File: src/hw/spi_io_pkg.sv
package spi_io_pkg;

    // --------------------
    // Sizes
    // --------------------
    localparam int BUF_DEPTH = 16;  // Bytes per buffer
    localparam int ADDR_W    = 4;   // Buffer address width
    localparam int LEN_W     = 5;   // Holds transfer length 1..16

    // --------------------
    // SPI timing
    // --------------------
    localparam int SCLK_HALF = 4;                  // sysClk cycles per SCLK half period
    localparam int HALF_W    = $clog2(SCLK_HALF);  // Half period counter width

    typedef logic [7:0] byte_t;

    // Start command from the host
    typedef struct packed {
        logic             valid;  // Start request
        logic [LEN_W-1:0] len;    // Bytes to exchange, clamped to 1..16
    } xfer_cmd_t;

    // One buffer access, shared by host and controller
    typedef struct packed {
        logic [ADDR_W-1:0] addr;
        logic              we;     // Write enable
        logic              re;     // Read enable, data one cycle later
        byte_t             wdata;
    } buf_req_t;

    // Transfer controller states
    typedef enum logic [2:0] {
        CTRL_IDLE,
        CTRL_SELECT,    // Chip select setup
        CTRL_LOAD,      // Read tx byte from buffer
        CTRL_SHIFT,     // Bit engine busy with one byte
        CTRL_STORE,     // Write rx byte to buffer
        CTRL_DESELECT   // Chip select released, done pulse
    } ctrl_state_e;

endpackage
File: src/hw/spi_io_top.sv
`timescale 1ns/1ps

// SPI master I/O block
// Host fills tx buffer, starts a transfer, reads rx buffer
module spi_io_top import spi_io_pkg::*; (
    input  logic              sysClk,
    input  logic              reset,      // Synchronous, active low
    input  buf_req_t          buf_wr_i,   // Host access to tx buffer
    input  xfer_cmd_t         cmd_i,      // Start command
    input  logic [ADDR_W-1:0] rd_addr_i,  // Host rx buffer address
    output byte_t             rd_data_o,  // One cycle after rd_addr_i
    output logic              busy_o,
    output logic              done_o,
    output logic              sclk_o,
    output logic              mosi_o,
    output logic              cs_n_o,
    input  logic              miso_i
);

    buf_req_t ctrl_tx_req;   // Controller side requests
    buf_req_t ctrl_rx_req;
    buf_req_t host_rd_req;
    buf_req_t tx_req;        // Requests seen by the buffers
    buf_req_t rx_req;
    byte_t    tx_data;
    byte_t    tx_byte;
    byte_t    rx_byte;
    logic     byte_go;
    logic     byte_done;

    // --------------------
    // Buffer muxing
    // --------------------
    always_comb begin
        host_rd_req      = '0;
        host_rd_req.addr = rd_addr_i;
        host_rd_req.re   = 1'b1;
    end

    assign tx_req = busy_o ? ctrl_tx_req : buf_wr_i;          // Host locked out while busy
    assign rx_req = ctrl_rx_req.we ? ctrl_rx_req : host_rd_req;

    byte_buffer tx_buf0 (
        .sysClk    (sysClk),
        .req_i     (tx_req),
        .rd_data_o (tx_data)
    );

    byte_buffer rx_buf0 (
        .sysClk    (sysClk),
        .req_i     (rx_req),
        .rd_data_o (rd_data_o)
    );

    // --------------------
    // Controller and engine
    // --------------------
    spi_transfer_ctrl ctrl0 (
        .sysClk      (sysClk),
        .reset       (reset),
        .cmd_i       (cmd_i),
        .tx_req_o    (ctrl_tx_req),
        .tx_data_i   (tx_data),
        .rx_req_o    (ctrl_rx_req),
        .byte_go_o   (byte_go),
        .tx_byte_o   (tx_byte),
        .byte_done_i (byte_done),
        .rx_byte_i   (rx_byte),
        .cs_n_o      (cs_n_o),
        .busy_o      (busy_o),
        .done_o      (done_o)
    );

    spi_bit_engine engine0 (
        .sysClk      (sysClk),
        .reset       (reset),
        .byte_go_i   (byte_go),
        .tx_byte_i   (tx_byte),
        .byte_done_o (byte_done),
        .rx_byte_o   (rx_byte),
        .shifting_o  (),
        .sclk_o      (sclk_o),
        .mosi_o      (mosi_o),
        .miso_i      (miso_i)
    );

endmodule

File: src/hw/spi_transfer_ctrl.sv
`timescale 1ns/1ps

// Sequences one transfer of 1..16 bytes
// Reads tx byte i, runs it through the bit engine, writes rx byte i
module spi_transfer_ctrl import spi_io_pkg::*; (
    input  logic      sysClk,
    input  logic      reset,        // Synchronous, active low
    input  xfer_cmd_t cmd_i,        // Start request from host
    output buf_req_t  tx_req_o,     // Transmit buffer access
    input  byte_t     tx_data_i,    // Transmit buffer read data
    output buf_req_t  rx_req_o,     // Receive buffer access
    output logic      byte_go_o,    // Start one byte in the engine
    output byte_t     tx_byte_o,
    input  logic      byte_done_i,  // Engine finished a byte
    input  byte_t     rx_byte_i,    // Byte received by the engine
    output logic      cs_n_o,
    output logic      busy_o,       // Set with select and cleared with deselect
    output logic      done_o        // One cycle pulse after deselect
);

    ctrl_state_e       state_q;
    logic [ADDR_W-1:0] idx_q;        // Current byte index
    logic [ADDR_W-1:0] last_q;       // Index of final byte
    logic              issued_q;     // byte_go already sent for this byte
    logic [LEN_W-1:0]  len_clamped;
    logic              accept;

    // --------------------
    // Length clamp
    // --------------------
    always_comb begin
        len_clamped = cmd_i.len;
        if (cmd_i.len == '0) begin
            len_clamped = LEN_W'(1);  // Zero length runs one byte
        end else if (cmd_i.len > LEN_W'(BUF_DEPTH)) begin
            len_clamped = LEN_W'(BUF_DEPTH);
        end
    end

    assign accept = (state_q == CTRL_IDLE) && cmd_i.valid;  // Ignored unless idle

    // Both buffers use the current byte index
    always_comb begin
        tx_req_o      = '0;
        tx_req_o.addr = idx_q;
        tx_req_o.re   = (state_q == CTRL_LOAD);
        rx_req_o       = '0;
        rx_req_o.addr  = idx_q;
        rx_req_o.we    = (state_q == CTRL_STORE);
        rx_req_o.wdata = rx_byte_i;  // Engine holds it until the next byte
    end

    assign byte_go_o = (state_q == CTRL_SHIFT) && !issued_q;
    assign tx_byte_o = tx_data_i;  // Read data lands on the first SHIFT cycle

    // --------------------
    // State machine
    // --------------------
    always_ff @(posedge sysClk) begin
        if (!reset) begin
            state_q  <= CTRL_IDLE;
            cs_n_o   <= 1'b1;
            busy_o   <= 1'b0;
            done_o   <= 1'b0;
            issued_q <= 1'b0;
            idx_q    <= '0;
        end else begin
            done_o <= 1'b0;
            case (state_q)
                CTRL_IDLE: begin
                    if (accept) begin
                        cs_n_o  <= 1'b0;  // Select one cycle after the command
                        busy_o  <= 1'b1;
                        idx_q   <= '0;
                        state_q <= CTRL_SELECT;
                    end
                end
                CTRL_SELECT: begin
                    state_q <= CTRL_LOAD;  // Extra setup before first SCLK
                end
                CTRL_LOAD: begin
                    issued_q <= 1'b0;
                    state_q  <= CTRL_SHIFT;
                end
                CTRL_SHIFT: begin
                    if (byte_go_o) begin
                        issued_q <= 1'b1;
                    end
                    if (byte_done_i) begin
                        state_q <= CTRL_STORE;
                    end
                end
                CTRL_STORE: begin
                    if (idx_q == last_q) begin
                        cs_n_o  <= 1'b1;
                        busy_o  <= 1'b0;
                        state_q <= CTRL_DESELECT;
                    end else begin
                        idx_q   <= idx_q + ADDR_W'(1);
                        state_q <= CTRL_LOAD;
                    end
                end
                CTRL_DESELECT: begin
                    done_o  <= 1'b1;
                    state_q <= CTRL_IDLE;
                end
                default: state_q <= CTRL_IDLE;
            endcase
        end
    end

    // Last index captured with the command
    always_ff @(posedge sysClk) begin
        if (accept) begin
            last_q <= ADDR_W'(len_clamped - LEN_W'(1));
        end
    end

endmodule

File: src/hw/spi_bit_engine.sv
`timescale 1ns/1ps

// Mode 0 bit engine
// One byte per byte_go_i, MSB first, full duplex
// SCLK only runs while a byte is in flight
module spi_bit_engine import spi_io_pkg::*; (
    input  logic  sysClk,
    input  logic  reset,        // Synchronous, active low
    input  logic  byte_go_i,    // Start one byte, taken only when idle
    input  byte_t tx_byte_i,    // Byte to send
    output logic  byte_done_o,  // One cycle pulse, rx_byte_o valid
    output byte_t rx_byte_o,    // Byte sampled from MISO
    output logic  shifting_o,   // High while the byte is on the wire
    output logic  sclk_o,
    output logic  mosi_o,
    input  logic  miso_i
);

    logic [HALF_W-1:0] half_cnt_q;  // Position in current half period
    logic [2:0]        bit_cnt_q;   // Bits completed
    byte_t             tx_sh_q;     // Outgoing shift register
    byte_t             rx_sh_q;     // Incoming shift register
    logic              half_end;    // Last cycle of a half period
    logic              start;
    logic              rise;        // SCLK goes high this cycle
    logic              fall;        // SCLK goes low this cycle
    logic              last_fall;   // Falling edge of bit 7

    assign half_end  = shifting_o && (half_cnt_q == HALF_W'(SCLK_HALF - 1));
    assign start     = byte_go_i && !shifting_o;
    assign rise      = half_end && !sclk_o;
    assign fall      = half_end && sclk_o;
    assign last_fall = fall && (bit_cnt_q == 3'd7);

    // --------------------
    // Control and pins
    // --------------------
    always_ff @(posedge sysClk) begin
        if (!reset) begin
            shifting_o  <= 1'b0;
            byte_done_o <= 1'b0;
            sclk_o      <= 1'b0;
            mosi_o      <= 1'b0;
            half_cnt_q  <= '0;
            bit_cnt_q   <= '0;
        end else begin
            byte_done_o <= 1'b0;  // Default, pulse only
            if (start) begin
                shifting_o <= 1'b1;
                half_cnt_q <= '0;
                bit_cnt_q  <= '0;
                mosi_o     <= tx_byte_i[7];  // First bit ahead of first rising edge
            end else if (shifting_o) begin
                if (half_end) begin
                    half_cnt_q <= '0;
                    sclk_o     <= ~sclk_o;
                end else begin
                    half_cnt_q <= half_cnt_q + HALF_W'(1);
                end
                // Next bit goes out on the falling edge
                if (fall) begin
                    bit_cnt_q <= bit_cnt_q + 3'd1;
                    mosi_o    <= tx_sh_q[6];
                end
                if (last_fall) begin
                    shifting_o  <= 1'b0;
                    byte_done_o <= 1'b1;
                    mosi_o      <= 1'b0;  // Idle low between bytes
                end
            end
        end
    end

    // --------------------
    // Data path
    // --------------------
    always_ff @(posedge sysClk) begin
        if (start) begin
            tx_sh_q <= tx_byte_i;
        end else if (fall) begin
            tx_sh_q <= {tx_sh_q[6:0], 1'b0};
        end
        if (rise) begin
            rx_sh_q <= {rx_sh_q[6:0], miso_i};  // Sample on rising edge
        end
        if (last_fall) begin
            rx_byte_o <= rx_sh_q;  // All 8 bits in after the 8th rise
        end
    end

endmodule

File: src/hw/byte_buffer.sv
`timescale 1ns/1ps

// Byte memory with one access port and a registered read
module byte_buffer import spi_io_pkg::*; (
    input  logic     sysClk,
    input  buf_req_t req_i,      // Address, enables and write data
    output byte_t    rd_data_o   // Valid the cycle after req_i.re
);

    byte_t mem [BUF_DEPTH];  // Storage

    // --------------------
    // Write and read port
    // --------------------
    always_ff @(posedge sysClk) begin
        if (req_i.we) begin
            mem[req_i.addr] <= req_i.wdata;
        end
        // Old read data is kept when re is low
        if (req_i.re) begin
            rd_data_o <= mem[req_i.addr];
        end
    end

endmodule

File: config.mk
export PLATFORM = sky130hd
export DESIGN_NAME = spi_io_top
export DESIGN_NICKNAME = d
export VERILOG_FILES = /design/src/hw/spi_io_pkg.sv /design/src/hw/spi_io_top.sv /design/src/hw/spi_transfer_ctrl.sv /design/src/hw/spi_bit_engine.sv /design/src/hw/byte_buffer.sv
export SDC_FILE = /design/constraint.sdc
export NUM_CORES = 1
export LEC_CHECK = 0
export BUFFER_PORTS_ARGS = -buffer_cell sky130_fd_sc_hd__buf_2
export CORE_ASPECT_RATIO = 1.2
export CORE_UTILIZATION = 30
export CTS_BUF_LIST = sky130_fd_sc_hd__clkbuf_8
export DETAILED_ROUTE_END_ITERATION = 10
export PLACE_DENSITY_LB_ADDON = 0.05
export SLEW_MARGIN = 20
export SYNTH_ARGS = -nofsm -noshare
export SYNTH_HDL_FRONTEND = slang
export SYNTH_SLANG_ARGS = --single-unit
File: constraint.sdc
create_clock -name sysClk -period 2.8 [get_ports sysClk]
set_input_delay 0.56 -clock sysClk [delete_from_list [all_inputs] [get_ports sysClk]]
set_output_delay 0.56 -clock sysClk [all_outputs]
set_load 0.005 [all_outputs]
==> results of run 1 <==
[where the power goes]
group | switching (mW) | internal, mW | total (mW)
clock network | 1.94 | 2.44 | 4.38
logic | 0.346 | 0.247 | 0.593
registers | 0.0395 | 5.28 | 5.32
[sequential cells by signal, summed over array words and instances (netlist names), 2 cells and up]
register            cells
engine0.half_cnt_q      2
tx_buf0.mem           128
ctrl0.last_q            4
rx_buf0.mem           128
engine0.tx_sh_q         7
engine0.rx_sh_q         8
ctrl0.state_q           3
engine0.rx_byte_o       8
ctrl0.idx_q             4
tx_buf0.rd_data_o       8
rx_buf0.rd_data_o       8
engine0.bit_cnt_q       3
[final cells by class]
class                      instances  area share (%)
sequential                       319           58.01
multi-input combinational        426           25.51
clock buffer                      57           4.851
timing repair buffer             110           4.735
tap                              609           4.712
clock inverter                    38           2.066
inverter                           5          0.1161
[per-layer routing]
layer	vias up	global-route usage, %	routed length [µm]
li1	3460	-	-
met1	3894	19.04	14850
met2	158	27.57	18130
met3	64	3.034	1402
met4	0	5.685	1066
met5	-	0	0
[worst max path at each step]
stage / startpoint / endpoint / slack (ps)
global placement: buf_wr_i[10] / tx_buf0.rd_data_o[1]$_DFFE_PP_ / 240
global route: ctrl0.state_q[1]$_SDFFE_PN0P_ / rx_buf0.rd_data_o[2]$_DFFE_PN_ / 210
detailed placement: buf_wr_i[10] / tx_buf0.rd_data_o[1]$_DFFE_PP_ / 220
CTS: ctrl0.state_q[1]$_SDFFE_PN0P_ / rx_buf0.rd_data_o[2]$_DFFE_PN_ / 310
floorplan: ctrl0.state_q[1]$_SDFFE_PN0P_ / rx_buf0.mem[9][0]$_DFFE_PP_ / 390
finish: ctrl0.state_q[1]$_SDFFE_PN0P_ / rx_buf0.rd_data_o[2]$_DFFE_PN_ / 340
[cell families after synthesis]
logic type                 synth area share, %
buffers and inverters                    2.197
muxes                                    16.81
xor gates and xnor gates                0.5720
adders and majority gates               0.4540
and+or+nand+nor                          6.138
AOI/OAI and AO/OA                        5.765
DFF                                      68.06
[layout by cell type (no fill, tap or decap), types with 14 or more instances in the layout]
cell      instances
a211oi_1         23
a21oi_1          25
a22oi_1          19
and2_1           14
buf_2            39
buf_4            68
clkbuf_8         57
dfxtp_1          18
edfxtp_1        299
inv_1            14
mux2_2           19
mux2i_1          42
mux4_2           62
nand2_1          34
nor2_1           48
nor2b_1          17
nor3_1           18
o22ai_1          14
[worst reg2reg max path, delay by kind of cell, from the launching register on]
family	cells	cell delay [ps]
flops	1	450
simple gates	1	280
buf+inv	1	280
mux	1	490
compound gates	3	720
==> reports/summary.txt, run 1 <==
status -> complete, no violations
sequential cell area -> 9382 µm²
dpl cell area -> 15050 µm²
Routed WL per cell -> 22.67 µm
WHS -> 122.5 ps
Worst R2R End -> rx_buf0.rd_data_o[2]$_DFFE_PN_
unrepaired setup endpoints after global routing -> no
crit end category -> register
CP peak stage delay -> 480 ps
RePlAce Congestion -> 0.7238
Core Box Area -> 45090 µm²
final instance area -> 16170 µm²
Avg Inst Size Synth -> 17.29 µm²
Die Y -> 236.8 µm
Hold Crit Depth -> 1
R2R Setup Slk -> 340 ps
synth top area cells -> edfxtp_1 (65%), mux4_2 (10%), mux2i_1 (3.1%)
crit path kind -> reg -> reg
GRT Total Usage -> 15.71%
Setup Skew -> 25.18 ps
CP max stage cell -> mux2_2
crit start category -> register
EDFF count, synth -> 299
upper clock frequency limit -> 406.1 MHz
Unique masters post-synth -> 50
path category of the worst min-delay check -> in -> reg
final setup violation count -> 0
Pwr Total -> 10.29 mW
root buffer cell -> clkbuf_8
WP data arrival -> 2830 ps
Hold Path Sink -> engine0.rx_sh_q[0]$_DFFE_PP_
WP data required -> 3170 ps
WP buf/inv -> 1
Setup TNS -> 0 ps
multi-input combinational cell area -> 4125 µm²
layout cell share with drive strength beyond 1 -> 29.53%
CTS sink count -> 319
initial core utilization -> 30.56%
Post-Syn Instances -> 797
time the worst path needs with I/O delays and setup -> 2463 ps
Synth top area share -> 65.15%
hold_sp -> miso_i
Total Routed Length -> 35450 µm
Die ar. -> 46800 µm²
CP top delay family -> compound AO/OA/AOI/OAI gates
Clk Latency, worst-skew pair -> 640 ps
Max VDD drop -> 0.3995 mV
CTS Buf Count -> 53
Async SR Flop Fraction -> 0%
Synth Cell Area -> 13780 µm²
total congestion overflow -> 0
final worst setup slack -> 337.5 ps
First-pass DRT Iterations -> 6
Fin. Hold Viols -> 0
Layout Cells excl Fill -> 1564
CTS H-tree depth -> 2
WP depth -> 6
Worst R2R Start -> ctrl0.state_q[1]$_SDFFE_PN0P_
Pins Over Slew Limit -> 0
MaxCap Viol Count -> 0
Seq cells post-synth -> 319
Leak -> 5.667 nW
fillers -> 4356
pre-CTS worst setup slack -> 218.6 ps
I/O pin count -> 40
Synth top cells by count -> edfxtp_1 (299), mux4_2 (62), nor2_1 (48), mux2i_1 (43), nand2_1 (34)
P per Cell Area -> 636.4 nW/µm²
post_cts resized -> 0
dominant cell type by area after synthesis -> edfxtp_1
diodes inserted -> 0
Reg clk slew, reported paths -> 60 ps
largest net degree at the start of global routing -> 33
row cnt -> 85
Worst R2R Path Depth -> 6
CTS tree -> built
most frequent CP cell -> a211oi_1
Layout Area Growth over Synthesis -> 17.35%
Tcrit/Tclk final -> 87.95%
yosys warns -> 0
Routed Antenna Nets -> 0
Finished Core Util -> 35.86%
via density per instance -> 4.844
placed cell count -> 1469
DR iter-0 viols -> 371
post-synth net total -> 829
first-pass GRT wire length -> 53070 µm
post-DP HPWL -> 23370 µm
Slew @ Worst Pin -> 807.6 ps
initial antenna violation count -> 0
DRC viols -> 0
maximum net fanout on the critical path -> 16
hold_buf cts -> 0
worst-path cell chain -> nor3b_4 -> buf_4 -> mux2_2 -> a211oi_1 -> a21o_1 -> a211oi_1
Post-synth top flop -> edfxtp_1
sequential element share of the synthesized area -> 68.06%
DIE WIDTH -> 197.7 µm
vias in the first global route -> 8270
port buffer count -> 39
CTS Buffer Depth -> 3
slew margin rel. -> 46.16%
via count -> 7576
count leader, synth -> edfxtp_1
post-CTS setup buffer count -> 0
Final nets -> 947
No activity file was read; power rests on OpenSTA's default activity.
==> run 2: changes to the inputs <==
- SYNTH_HIERARCHICAL: not set -> 1
==> run 2 against run 1 <==
Clock-buffer cell count is 4 lower. Critical path depth grew 1. Sequential power grew 0.8%. Area after synthesis decreased by 7.5%. Critical path type unchanged. Clock skew rose by 1.9 ps. Via count shrank 18%. Worst setup slack worse by 100 ps. Largest power group unchanged. Clock power shrank 18%. First-iteration DRC count decreased by 16%. Critical endpoint is now rx_buf0/rd_data_o[3]$_DFFE_PP_.
==> reports/summary.txt, run 2 <==
GRT Total Usage -> 13.86% (-1.9 points)
MaxCap Viol Count -> 0 (unchanged)
Die ar. -> 43310 µm² (-7.5%)
CP max stage cell -> nor3b_4
post-DP HPWL -> 19680 µm (-16%)
Setup Skew -> 27.08 ps (+1.902 ps)
Total Routed Length -> 29060 µm (-18%)
Post-synth top flop -> edfxtp_1
fillers -> 4008 (-8.0%)
crit start category -> register
path category of the worst min-delay check -> in -> reg
Fin. Hold Viols -> 0 (unchanged)
sequential element share of the synthesized area -> 73.61% (+5.5 points)
commonest cells after routing, fill and taps aside -> edfxtp_1 (299), mux4_2 (64), clkbuf_8 (53)
CTS tree -> built
global-route met1 utilization -> 14.67% (-4.4 points)
Tcrit/Tclk final -> 91.68% (+3.7 points)
Final nets -> 809 (-15%)
worst-path cell chain -> nor3b_4 -> buf_12 -> mux2_2 -> buf_4 -> mux4_2 -> a22oi_1 -> nand2_1
sequential cell area -> 9379 µm² (about the same)
layout cell share with drive strength beyond 1 -> 28.80% (-0.73 points)
EDFF count, synth -> 299 (unchanged)
RePlAce Congestion -> 0.7421 (+2.5%)
commonest non-fill, non-tap cell in the layout -> edfxtp_1
port buffer count -> 39 (unchanged)
Post-Syn Instances -> 688 (-14%)
DRC viols -> 0 (unchanged)
largest net degree at the start of global routing -> 40 (+21%)
initial antenna violation count -> 0 (unchanged)
dominant cell type by area after synthesis -> edfxtp_1
CTS Buf Count -> 51 (-3.8%)
Core Box Area -> 41860 µm² (-7.2%)
time the worst path needs with I/O delays and setup -> 2567 ps (+104.6 ps)
Avg Inst Size Synth -> 18.52 µm² (+7.1%)
CP peak stage delay -> 380 ps (-100 ps)
WP data required -> 3110 ps (-60 ps)
Largest regs -> rx_buf0/mem: 128 flops, tx_buf0/mem: 128 flops
count leader, synth -> edfxtp_1
via count -> 6201 (-18%)
CTS Buffer Depth -> 3 (unchanged)
I/O pin count -> 40 (unchanged)
Seq cells post-synth -> 319 (unchanged)
crit path kind -> reg -> reg
P per Cell Area -> 658.2 nW/µm² (+3.4%)
dpl cell area -> 13670 µm² (-9.2%)
crit end category -> register
hold_buf cts -> 0 (unchanged)
GRT busiest layer -> met2
slew margin rel. -> 45.67% (-0.49 points)
Routed Antenna Nets -> 0 (unchanged)
Reg clk slew, reported paths -> 60 ps (about the same)
WP data arrival -> 2880 ps (+50 ps)
M3 GR Usage -> 2.554% (-0.48 points)
post-CTS setup buffer count -> 0 (unchanged)
final setup violation count -> 0 (unchanged)
upper clock frequency limit -> 389.5 MHz (-4.1%)
Max VDD drop -> 0.3528 mV (-12%)
Clk Latency, worst-skew pair -> 590 ps (-50 ps)
initial core utilization -> 30.44% (-0.12 points)
Layout Area Growth over Synthesis -> 14.43%
Slew @ Worst Pin -> 811.9 ps (+4.306 ps)
CTS sink count -> 319 (unchanged)
Synth top cells by count -> edfxtp_1 (299), mux4_2 (64), nand2_1 (47), buf_4 (33)
first-pass GRT wire length -> 43720 µm (-18%)
vias in the first global route -> 6833 (-17%)
Finished Core Util -> 34.83% (-1.0 points)
Unique masters post-synth -> 46 (-8.0%)
status -> complete, no violations
Pins Over Slew Limit -> 0 (unchanged)
multi-input combinational cell area -> 2982 µm² (-28%)
yosys warns -> 6 (+6)
synth top area cells -> edfxtp_1 (70%), mux4_2 (11%), dfxtp_1 (3.1%)
root buffer cell -> clkbuf_8
Synth top area share -> 70.46% (+5.3 points)
total congestion overflow -> 0 (unchanged)
maximum net fanout on the critical path -> 19 (+3)
post_cts resized -> 0 (unchanged)
final instance area -> 14580 µm² (-9.8%)
diodes inserted -> 0 (unchanged)
Routed WL per cell -> 21.34 µm (-5.9%)
Leak -> 4.561 nW (-20%)
met2 usage -> 26.92% (-0.66 points)
Synth Cell Area -> 12740 µm² (-7.5%)
via density per instance -> 4.553 (-6.0%)
Async SR Flop Fraction -> 0% (unchanged)
Die Y -> 227.8 µm (-3.8%)
DR iter-0 viols -> 313 (-16%)
unrepaired setup endpoints after global routing -> no
Pwr Total -> 9.598 mW (-6.7%)
row cnt -> 82 (-3.5%)
First-pass DRT Iterations -> 5 (-1)
DIE WIDTH -> 190.1 µm (-3.8%)
CTS H-tree depth -> 2 (unchanged)
[run 2: cell types whose count changed after synthesis, moves of 14 or more]
| cell | before | now |
|---|---|---|
| a211oi_1 | 23 | 0 |
| nor2_1 | 48 | 32 |
| o22ai_1 | 14 | 0 |
| buf_4 | 9 | 33 |
| mux2i_1 | 43 | 1 |
| a21oi_1 | 25 | 10 |
[run 2: final cells by class]
type / count / share of cell area, %
clock inverters: 39 / 1.236
repair buffers: 88 / 4.205
multi-input cells: 313 / 20.45
inverters: 4 / 0.1030
flip-flops and latches: 319 / 64.32
well taps: 546 / 4.685
clock buffers: 53 / 5.003
[run 2: where the power goes]
part / switching, mW / internal, mW
logic: 0.383 / 0.267
clock network: 1.76 / 1.83
registers: 0.0348 / 5.32
total: 2.17 / 7.42
[run 2: per-layer routing]
metal	up-vias	wire length, µm	share of wire, %
met4	0	678	2.3
met2	95	16770	58
met5	-	0	0
li1	2868	-	-
met1	3188	10700	37
met3	50	911	3.1
[run 2: cell families (layout without fill, tap and decap cells)]
logic type,after synthesis,in the layout,share of synthesized area (%)
multiplexers,83,83,12.98
AND/OR/NAND/NOR,148,148,5.882
XOR/XNOR,7,7,0.4812
other,1,10,0.02943
flip-flops,319,319,73.61
AO/OA/AOI/OAI,60,60,3.270
buffers and inverters,65,184,3.260
adder cells (fa/ha/maj),5,5,0.4910
[run 2: critical path, delay by kind of cell, from the launching register on]
| family | cells | cell delay [ps] |
|---|---|---|
| AOI/OAI and AO/OA | 1 | 330 |
| buffers and inverters | 2 | 440 |
| DFF | 1 | 330 |
| muxes | 2 | 710 |
| and+or+nand+nor | 2 | 470 |
[run 2: final timing paths]
kind | slack (ps) | depth (start not counted) | endpoint | startpoint
worst max register to register | 230 | 7 | rx_buf0/rd_data_o[3]$_DFFE_PP_ | ctrl0/state_q[0]$_SDFFE_PN0P_
worst min register to register | 430 | 0 | engine0/rx_byte_o[7]$_DFFE_PP_ | engine0/rx_sh_q[7]$_DFFE_PP_
worst max-delay path | 230 | 7 | rx_buf0/rd_data_o[3]$_DFFE_PP_ | ctrl0/state_q[0]$_SDFFE_PN0P_
worst min-delay path | 160 | 1 | engine0/rx_sh_q[0]$_DFFE_PP_ | miso_i
[run 2: through the flow]
stage / hold WS, ps / setup slack (ps) / cells / TNS [ps]
final: 161.0 / 232.9 / 1362 / 0
after global routing: 111.3 / 95.30 / 1362 / 0
after CTS: 98.68 / 236.2 / 1362 / 0
after detailed placement: 420.7 / 260.4 / 1270 / 0
after global placement: 408.0 / 285.4 / 1270 / 0
after floorplan: 400.3 / -20.10 / 697 / -643.1
